`config.mk`:
```
export PLATFORM = sky130hd
export DESIGN_NAME = rp_analog_top
export DESIGN_NICKNAME = d
export VERILOG_FILES = /design/src/source/rp_pkg.sv /design/src/source/rp_adc_frontend.sv /design/src/source/rp_analog_top.sv /design/src/source/rp_dac_backend.sv /design/src/source/rp_hk_ctrl.sv /design/src/source/rp_trig_route.sv
export SDC_FILE = /design/constraint.sdc
export NUM_CORES = 1
export LEC_CHECK = 0
export BUFFER_PORTS_ARGS = -buffer_cell sky130_fd_sc_hd__buf_2
export CORE_UTILIZATION = 44
export CTS_BUF_LIST = sky130_fd_sc_hd__clkbuf_4 sky130_fd_sc_hd__clkbuf_8
export CTS_CLUSTER_SIZE = 8
export DETAILED_ROUTE_END_ITERATION = 10
export PLACE_DENSITY_LB_ADDON = 0.12
export SLEW_MARGIN = 5
export SYNTH_ARGS = -nofsm -noshare
export SYNTH_HDL_FRONTEND = slang
export SYNTH_SLANG_ARGS = --single-unit
```
`constraint.sdc`:
```
create_clock -name adc_clk -period 2.5 [get_ports adc_clk]
set_input_delay 0.125 -clock adc_clk [delete_from_list [all_inputs] [get_ports adc_clk]]
set_output_delay 0.125 -clock adc_clk [all_outputs]
set_load 0.02 [all_outputs]
```
`src/source/rp_pkg.sv`:
```
// Analog core shared definitions
`default_nettype none

package rp_pkg;

  //////////////////////////////////////////////////////////////////////
  // converter widths
  //////////////////////////////////////////////////////////////////////

  // raw pin bus, low bits unused on 14-bit parts
  localparam int ADC_PIN_W = 16;
  localparam int ADW       = 14;
  localparam int DDW       = 14;
  // one guard bit for asg + pid
  localparam int SUM_W     = DDW + 1;
  localparam int N_CH      = 2;

  // datapath hold after pll lock
  localparam int RST_MAX    = 64;
  localparam int HOLD_CNT_W = $clog2(RST_MAX);

  // daisy parallel side
  localparam int                 DAISY_W    = 16;
  localparam logic [DAISY_W-1:0] DAISY_IDLE = 16'h1234;

  //////////////////////////////////////////////////////////////////////
  // channel pairs, ch_a sits in the upper half
  //////////////////////////////////////////////////////////////////////

  typedef struct packed {
    logic [ADC_PIN_W-1:0] ch_a;
    logic [ADC_PIN_W-1:0] ch_b;
  } adc_raw_t;

  typedef struct packed {
    logic signed [ADW-1:0] ch_a;
    logic signed [ADW-1:0] ch_b;
  } adc_pair_t;

  // offset binary, negative slope
  typedef struct packed {
    logic [DDW-1:0] ch_a;
    logic [DDW-1:0] ch_b;
  } dac_pair_t;

  // daisy_mode: [0] sync, [1] reserved, [2] trigger out from generator
  typedef struct packed {
    logic       loop_adc;
    logic       loop_dac;
    logic [2:0] daisy_mode;
  } cfg_t;

  typedef enum logic [1:0] {
    REG_LOOP  = 2'd0,
    REG_DAISY = 2'd1
  } cfg_addr_e;

  typedef enum logic [1:0] {
    SEQ_WAIT_LOCK = 2'd0,
    SEQ_HOLD      = 2'd1,
    SEQ_RUN       = 2'd2
  } seq_state_e;

  // neg-slope offset binary <-> two's complement, same op both ways
  function automatic logic [ADW-1:0] nslope_flip(input logic [ADW-1:0] d);
    return {d[ADW-1], ~d[ADW-2:0]};
  endfunction

endpackage

`default_nettype wire

```
`src/source/rp_adc_frontend.sv`:
```
// ADC front end
`timescale 1ns/1ns
`default_nettype none

module rp_adc_frontend import rp_pkg::*; (
  input  wire       adc_clk,
  input  wire       rst_n_i,
  input  wire       run_i,
  input  wire       loop_adc_i,
  input  adc_raw_t  adc_raw_i,
  input  adc_pair_t dac_sat_i,
  output adc_pair_t adc_dat_o
);

  // channel view of the pair structs, index 1 is ch_a
  logic [N_CH-1:0][ADC_PIN_W-1:0] raw_v;
  logic [N_CH-1:0][ADW-1:0]       conv_v;

  assign raw_v = adc_raw_i;

  // top ADW bits, neg slope to two's complement
  always_comb begin
    for (int i = 0; i < N_CH; i++) begin
      conv_v[i] = nslope_flip(raw_v[i][ADC_PIN_W-1 -: ADW]);
    end
  end

  always_ff @(posedge adc_clk or negedge rst_n_i) begin
    if (!rst_n_i) begin
      adc_dat_o <= '0;
    end else if (!run_i) begin
      // held in zero until the sequencer releases
      adc_dat_o <= '0;
    end else if (loop_adc_i) begin
      // digital loop, saturated dac sum in place of the adc
      adc_dat_o <= dac_sat_i;
    end else begin
      adc_dat_o <= conv_v;
    end
  end

  a_hold_zero: assert property (
    @(posedge adc_clk) disable iff (!rst_n_i)
    !run_i |=> (adc_dat_o == '0)
  ) else $error("adc_dat_o nonzero after run_i low");

endmodule

`default_nettype wire

```
`src/source/rp_analog_top.sv`:
```
// Analog core top level
`timescale 1ns/1ns
`default_nettype none

module rp_analog_top import rp_pkg::*; (
  input  wire                 adc_clk,
  input  wire                 rst_n_i,
  input  wire                 pll_locked_i,
  // converters and stream sources
  input  adc_raw_t            adc_raw_i,
  input  adc_pair_t           asg_dat_i,
  input  adc_pair_t           pid_dat_i,
  // trigger and daisy
  input  wire                 trig_ext_i,
  input  wire                 scope_trig_i,
  input  wire                 asg_trig_i,
  input  wire  [DAISY_W-1:0]  daisy_rx_dat_i,
  input  wire                 daisy_rx_rdy_i,
  // register port
  input  wire                 cfg_we_i,
  input  cfg_addr_e           cfg_addr_i,
  input  wire  [2:0]          cfg_wdata_i,
  output logic                run_o,
  output logic [2:0]          cfg_rdata_o,
  output adc_pair_t           adc_dat_o,
  output dac_pair_t           dac_dat_o,
  output logic                trig_ext_o,
  output logic                trig_out_o,
  output logic [DAISY_W-1:0]  daisy_tx_dat_o,
  output logic                daisy_tx_dv_o
);

  //////////////////////////////////////////////////////////////////////
  // control
  //////////////////////////////////////////////////////////////////////

  cfg_t      cfg;
  // combinational saturated sum, feeds adc loopback
  adc_pair_t dac_sat;

  rp_hk_ctrl i_hk_ctrl (
    .adc_clk      (adc_clk),
    .rst_n_i      (rst_n_i),
    .pll_locked_i (pll_locked_i),
    .cfg_we_i     (cfg_we_i),
    .cfg_addr_i   (cfg_addr_i),
    .cfg_wdata_i  (cfg_wdata_i),
    .run_o        (run_o),
    .cfg_o        (cfg),
    .cfg_rdata_o  (cfg_rdata_o)
  );

  //////////////////////////////////////////////////////////////////////
  // datapath
  //////////////////////////////////////////////////////////////////////

  // adc_dat_o also goes back into the dac for loopback
  rp_adc_frontend i_adc_frontend (
    .adc_clk    (adc_clk),
    .rst_n_i    (rst_n_i),
    .run_i      (run_o),
    .loop_adc_i (cfg.loop_adc),
    .adc_raw_i  (adc_raw_i),
    .dac_sat_i  (dac_sat),
    .adc_dat_o  (adc_dat_o)
  );

  rp_dac_backend i_dac_backend (
    .adc_clk    (adc_clk),
    .rst_n_i    (rst_n_i),
    .run_i      (run_o),
    .loop_dac_i (cfg.loop_dac),
    .asg_dat_i  (asg_dat_i),
    .pid_dat_i  (pid_dat_i),
    .adc_dat_i  (adc_dat_o),
    .dac_sat_o  (dac_sat),
    .dac_dat_o  (dac_dat_o)
  );

  rp_trig_route i_trig_route (
    .adc_clk        (adc_clk),
    .rst_n_i        (rst_n_i),
    .run_i          (run_o),
    .daisy_mode_i   (cfg.daisy_mode),
    .trig_ext_i     (trig_ext_i),
    .scope_trig_i   (scope_trig_i),
    .asg_trig_i     (asg_trig_i),
    .daisy_rx_dat_i (daisy_rx_dat_i),
    .daisy_rx_rdy_i (daisy_rx_rdy_i),
    .trig_ext_o     (trig_ext_o),
    .trig_out_o     (trig_out_o),
    .daisy_tx_dat_o (daisy_tx_dat_o),
    .daisy_tx_dv_o  (daisy_tx_dv_o)
  );

endmodule

`default_nettype wire

```
`src/source/rp_dac_backend.sv`:
```
// DAC back end
`timescale 1ns/1ns
`default_nettype none

module rp_dac_backend import rp_pkg::*; (
  input  wire       adc_clk,
  input  wire       rst_n_i,
  input  wire       run_i,
  input  wire       loop_dac_i,
  input  adc_pair_t asg_dat_i,
  input  adc_pair_t pid_dat_i,
  input  adc_pair_t adc_dat_i,
  output adc_pair_t dac_sat_o,
  output dac_pair_t dac_dat_o
);

  // channel views, index 1 is ch_a
  logic [N_CH-1:0][DDW-1:0]   asg_v;
  logic [N_CH-1:0][DDW-1:0]   pid_v;
  logic [N_CH-1:0][ADW-1:0]   adc_v;
  logic [N_CH-1:0][SUM_W-1:0] sum_v;
  logic [N_CH-1:0][DDW-1:0]   sat_v;
  logic [N_CH-1:0][DDW-1:0]   out_v;

  assign asg_v = asg_dat_i;
  assign pid_v = pid_dat_i;
  assign adc_v = adc_dat_i;

  always_comb begin
    for (int i = 0; i < N_CH; i++) begin
      // sign extend both by one bit then add
      sum_v[i] = {asg_v[i][DDW-1], asg_v[i]} + {pid_v[i][DDW-1], pid_v[i]};
      // top two bits differ means overflow, clamp toward the sign
      if (sum_v[i][SUM_W-1] ^ sum_v[i][SUM_W-2]) begin
        sat_v[i] = {sum_v[i][SUM_W-1], {(DDW-1){~sum_v[i][SUM_W-1]}}};
      end else begin
        sat_v[i] = sum_v[i][DDW-1:0];
      end
      // loopback takes top DDW bits of the adc sample
      out_v[i] = loop_dac_i ? nslope_flip(adc_v[i][ADW-1 -: DDW]) : nslope_flip(sat_v[i]);
    end
  end

  assign dac_sat_o = sat_v;

  always_ff @(posedge adc_clk or negedge rst_n_i) begin
    if (!rst_n_i) begin
      dac_dat_o <= '0;
    end else if (!run_i) begin
      dac_dat_o <= '0;
    end else begin
      dac_dat_o <= out_v;
    end
  end

  // no clamping while the sum fits in DDW bits
  a_sat_in_range: assert property (
    @(posedge adc_clk) disable iff (!rst_n_i)
    (sum_v[1][SUM_W-1] == sum_v[1][SUM_W-2]) && (sum_v[0][SUM_W-1] == sum_v[0][SUM_W-2])
    |-> (dac_sat_o == {sum_v[1][DDW-1:0], sum_v[0][DDW-1:0]})
  ) else $error("saturated word differs from in-range sum");

endmodule

`default_nettype wire

```
`src/source/rp_hk_ctrl.sv`:
```
// Reset sequencer and configuration registers
`timescale 1ns/1ns
`default_nettype none

module rp_hk_ctrl import rp_pkg::*; (
  input  wire        adc_clk,
  input  wire        rst_n_i,
  input  wire        pll_locked_i,
  input  wire        cfg_we_i,
  input  cfg_addr_e  cfg_addr_i,
  input  wire  [2:0] cfg_wdata_i,
  output logic       run_o,
  output cfg_t       cfg_o,
  output logic [2:0] cfg_rdata_o
);

  //////////////////////////////////////////////////////////////////////
  // reset sequencer
  //////////////////////////////////////////////////////////////////////

  seq_state_e            state;
  logic [HOLD_CNT_W-1:0] hold_cnt;

  always_ff @(posedge adc_clk or negedge rst_n_i) begin
    if (!rst_n_i) begin
      state    <= SEQ_WAIT_LOCK;
      hold_cnt <= '0;
      run_o    <= 1'b0;
    end else begin
      // one edge behind the state, drops with lock at once
      run_o <= pll_locked_i && (state == SEQ_RUN);
      if (!pll_locked_i) begin
        // lock lost, start over
        state    <= SEQ_WAIT_LOCK;
        hold_cnt <= '0;
      end else begin
        case (state)
          SEQ_WAIT_LOCK: begin
            state    <= SEQ_HOLD;
            hold_cnt <= '0;
          end
          SEQ_HOLD: begin
            // RST_MAX edges in hold, counter wraps back to 0
            if (hold_cnt == HOLD_CNT_W'(RST_MAX - 1)) begin
              state <= SEQ_RUN;
            end
            hold_cnt <= hold_cnt + 1'b1;
          end
          SEQ_RUN: begin
            hold_cnt <= '0;
          end
          default: begin
            state <= SEQ_WAIT_LOCK;
          end
        endcase
      end
    end
  end

  //////////////////////////////////////////////////////////////////////
  // configuration registers
  //////////////////////////////////////////////////////////////////////

  // only rst_n_i clears config, lock loss keeps it
  always_ff @(posedge adc_clk or negedge rst_n_i) begin
    if (!rst_n_i) begin
      cfg_o <= '0;
    end else if (cfg_we_i) begin
      case (cfg_addr_i)
        REG_LOOP: begin
          cfg_o.loop_adc <= cfg_wdata_i[0];
          cfg_o.loop_dac <= cfg_wdata_i[1];
        end
        REG_DAISY: begin
          cfg_o.daisy_mode <= cfg_wdata_i;
        end
        default: begin
          cfg_o <= cfg_o;
        end
      endcase
    end
  end

  // readback follows address, no wait
  always_comb begin
    case (cfg_addr_i)
      REG_LOOP:  cfg_rdata_o = {1'b0, cfg_o.loop_dac, cfg_o.loop_adc};
      REG_DAISY: cfg_rdata_o = cfg_o.daisy_mode;
      default:   cfg_rdata_o = 3'd0;
    endcase
  end

  // datapath must be held the cycle after lock goes away
  a_run_after_unlock: assert property (
    @(posedge adc_clk) disable iff (!rst_n_i)
    !pll_locked_i |=> !run_o
  ) else $error("run_o high after pll lock loss");

endmodule

`default_nettype wire

```
`src/source/rp_trig_route.sv`:
```
// Trigger and daisy routing
`timescale 1ns/1ns
`default_nettype none

module rp_trig_route import rp_pkg::*; (
  input  wire                adc_clk,
  input  wire                rst_n_i,
  input  wire                run_i,
  // [1] reserved
  input  wire  [2:0]         daisy_mode_i,
  input  wire                trig_ext_i,
  input  wire                scope_trig_i,
  input  wire                asg_trig_i,
  input  wire  [DAISY_W-1:0] daisy_rx_dat_i,
  input  wire                daisy_rx_rdy_i,
  output logic               trig_ext_o,
  output logic               trig_out_o,
  output logic [DAISY_W-1:0] daisy_tx_dat_o,
  output logic               daisy_tx_dv_o
);

  logic sync_mode;
  logic trig_sel;

  assign sync_mode = daisy_mode_i[0];
  // generator or scope drives the outgoing trigger
  assign trig_sel  = daisy_mode_i[2] ? asg_trig_i : scope_trig_i;

  always_ff @(posedge adc_clk or negedge rst_n_i) begin
    if (!rst_n_i) begin
      trig_ext_o     <= 1'b0;
      trig_out_o     <= 1'b0;
      daisy_tx_dat_o <= '0;
      daisy_tx_dv_o  <= 1'b0;
    end else if (!run_i) begin
      // held quiet until the sequencer releases
      trig_ext_o     <= 1'b0;
      trig_out_o     <= 1'b0;
      daisy_tx_dat_o <= '0;
      daisy_tx_dv_o  <= 1'b0;
    end else begin
      // in sync mode, incoming daisy trigger blocks the external one
      trig_ext_o     <= trig_ext_i & ~(sync_mode & (|daisy_rx_dat_i));
      trig_out_o     <= trig_sel;
      daisy_tx_dat_o <= sync_mode ? {DAISY_W{trig_sel}} : DAISY_IDLE;
      daisy_tx_dv_o  <= sync_mode ? 1'b0 : daisy_rx_rdy_i;
    end
  end

  a_no_dv_in_sync: assert property (
    @(posedge adc_clk) disable iff (!rst_n_i)
    sync_mode |=> !daisy_tx_dv_o
  ) else $error("daisy_tx_dv_o high in sync mode");

endmodule

`default_nettype wire
```
==> results.md <==
- Status: finished with violations
- Failing checks: negative setup slack
- Worst-Margin Slew: 0.9280 ns
- Post-synth top flop: dfrtp_1
- Post-Syn Area per Cell: 9.695 sq um
- Total global routing overflow: 0
- Num CTS Buffers: 9
- Crit path arrival time: 2.74 ns
- Core area: 9955 sq um
- EDFF count, synth: 0
- Final wirelength: 13330 um
- Reg power frac: 38.9%
- CTS tree: yes
- Worst Setup Start Kind: input port
- Distinct cell type count after synthesis: 56
- Die H: 104.1 um
- Post-synthesis sequential area ratio: 40.93%
- # IOs: 196
- #FFs+latches synth: 75
- Power Dens Cells: 491.8 nW/um^2
- Overall routing resource usage: 25.13%
- Initial antenna violation count: 0
- Port Buffers: 191
- Overall power: 0.003256 W
- Fmax: 398.7 MHz
- Vias per inst: 5.214
- Worst vdd ir: 0.2967 mV
- Max Root-Sink Buffers: 2
- Final RePlAce weighted congestion: 0.8528
- Yosys top cell area share: 40.93%
- Vias in the first global route: 4683
- Share of layout cells above drive strength 1: 42.41%
- Gate power share: 34.6%
- Setup ws final: -0.008356 ns
- Register area: 1877 sq um
- Std-Cell Rows: 36
- Worst-path maximum fanout: 8
- Ys Warns: 0
- Crit end category: flip-flop
- Routed Antenna Nets: 0
- Ys async rst share: 100.0%
- Cells after Synth: 473
- Starting Density: 46.07%
- HP Class: in -> reg
- Drt drc: 0
- Iter 0 DRT Violations: 216
- Synth area leaders: dfrtp_1, ha_1, nor2_1
- LEAKAGE: 3.700 nW
- Final Net Count: 883
- Tmin final: 2.508 ns
- Final Cycle Share: 100.3%
- DR vias: 4541
- Largest net degree at the start of global routing: 76
- Worst-skew pair later-pin latency: 0.35 ns
- Internal power: 0.002200 W
- Clock power share: 26.5%
- P_sw: 0.001056 W
- First-pass GRT wire length: 21800 um
- Width of the chip: 104.1 um
- Multi-input gate area: 2610 sq um
- Worst Skew: 0.006048 ns
- Slew Limit Fails: 0
- Area of the mapped netlist: 4586 sq um
- Final setup viols: 2
- Inserted Diodes: 0
- Setup Crit Path Kind: in -> reg
- Final Hold Fails: 0
- Die area: 10830 sq um
- Post-synth top area cell: dfrtp_1
- Fillers: 835
- Drt wl/cell: 15.30 um
- Pre-CTS WS: -0.4641 ns
- Switching Share: 32.43%
- TritonRoute pass-1 iters: 5
- Worst-path clk slew: 0.08 ns
- Root Buffer: clkbuf_8
- Synthesis-to-finish area growth: 44.37%
- Max_cap viols: 0
- Clock sink count: 75
- RSZ-0062 raised after global routing: yes
- Required time of the critical path: 2.74 ns
- H-tree depth: 3
- Final std cells w/o fill: 871
- Relative slew slack: 38.13%
- Detail Placement HPWL: 10040 um
- Syn nets: 623
- Inst Count DP: 822
## logic make-up after synthesis
| family | count (synthesis) | share of synthesized area [%] |
|---|---|---|
| adder cells (fa/ha/maj) | 33 | 9.332 |
| AO/OA/AOI/OAI | 132 | 21.83 |
| multiplexers | 10 | 2.346 |
| buffers and inverters | 51 | 5.730 |
| AND/OR/NAND/NOR | 147 | 15.06 |
| flip-flops | 75 | 40.93 |
| XOR/XNOR | 25 | 4.775 |
## metal layers
metal | global-route usage [%] | up-vias | wire [um]
met3 | 5.764 | 29 | 867
met1 | 30.29 | 2116 | 5645
met4 | 8.673 | 0 | 289
met5 | 0 | - | 0
li1 | - | 2219 | -
met2 | 43.95 | 177 | 6523
## placed cells by master, fill, tap and decap left out, drive strengths merged, types with 8 or more instances in the layout
cell type / count
dlygate4sd3: 22
o311a: 11
dfrtp: 75
buf: 260
o21ai: 9
o22ai: 21
xor2: 8
o211a: 15
clkbuf: 12
a21o: 14
ha: 31
nand2: 45
a21oi: 22
nand2b: 8
inv: 17
nor2: 47
xnor2: 17
## cell type report
cell class              count  area share [%]
clock buffers              12           2.306
clock inverters             4          0.3969
inverters                  18           1.021
multi-input cells         347           39.43
flip-flops and latches     75           28.35
well taps                 133           2.514
repair buffers            282           25.99
## cell usage after synthesis (all sizes together), types with 4 or more instances
cell / n
mux2: 6
o21a: 5
nand3: 4
o32ai: 4
nor2: 47
nand2b: 8
nor3: 5
o21ai: 9
xor2: 8
nor4: 6
a31oi: 4
buf: 18
xnor2: 17
ha: 31
mux2i: 4
a211oi: 6
inv: 17
clkbuf: 15
o311a: 11
a21oi: 22
nand2: 45
dfrtp: 75
nor2b: 7
o211a: 15
or2: 4
or3: 6
a21o: 14
o22ai: 21
and2: 4
## state kept, by name, indices dropped and copies added (netlist names)
signal / count
i_adc_frontend.adc_dat_o: 28
i_dac_backend.dac_dat_o: 28
i_hk_ctrl.hold_cnt: 6
i_hk_ctrl.cfg_o: 5
i_hk_ctrl.state: 2
i_trig_route.daisy_tx_dat_o: 2
i_hk_ctrl.run_o: 1
i_trig_route.daisy_tx_dv_o: 1
i_trig_route.trig_ext_o: 1
i_trig_route.trig_out_o: 1
## critical path, cell delays in order
cell	delay [ns]
buf_8	0.10
ha_4	0.23
a211oi_2	0.24
o21ai_2	0.10
a2111oi_4	0.29
o21bai_1	0.12
a21oi_1	0.21
o21bai_1	0.14
xor2_1	0.26
ha_4	0.28
o211a_4	0.18
buf_6	0.13
o311a_1	0.32
## metrics by stage
step                util (%)  hold WS, ns   TNS (ns)  area (sq um)
finish                 66.50      0.01991  -0.009790          6620
global route           66.50      0.01961    -0.3471          6620
global placement       60.61       0.3022     -7.326          6033
CTS                    65.81     0.001924          0          6551
floorplan                  -      -0.1706     -1.528          4698
detailed placement     60.61       0.3065     -9.893          6033
## timing repair
item | in CTS | in global routing
hold buffers | 22 | 0
buffers inserted | 9 | 2
pin swaps | 16 | 14
hold endpoints to repair | 96 | 0
resized for setup | 9 | 12
setup endpoints to repair | 13 | 25
cloned | 0 | 0
## power groups by stage
stage                     Clock (W)  Sequential [W]  Combinational (W)
after detailed placement          0         0.00129            0.00101
final                      0.000863         0.00127            0.00113
after floorplan                   0         0.00126           0.000631
after global placement            0         0.00129           0.000994
after CTS                  0.000885         0.00127            0.00109
after global routing       0.000929         0.00127            0.00124
## worst paths after layout
| check | slack (ns) | from | cells after the start | to |
|---|---|---|---|---|
| setup / recovery | -0.008 | pid_dat_i[1] | 13 | i_adc_frontend.adc_dat_o[9] |
| hold / removal | 0.02 | pll_locked_i | 2 | i_hk_ctrl.state[1] |
| setup reg to reg | 0.74 | i_hk_ctrl.run_o | 2 | i_adc_frontend.adc_dat_o[8] |
| hold reg to reg | 0.47 | i_adc_frontend.adc_dat_o[11] | 1 | i_dac_backend.dac_dat_o[11] |
| max in group asynchronous | 1.45 | rst_n_i | 2 | i_dac_backend.dac_dat_o[18] |
| min in group asynchronous | 0.44 | rst_n_i | 2 | i_adc_frontend.adc_dat_o[20] |
No activity file was read; power rests on OpenSTA's default activity.
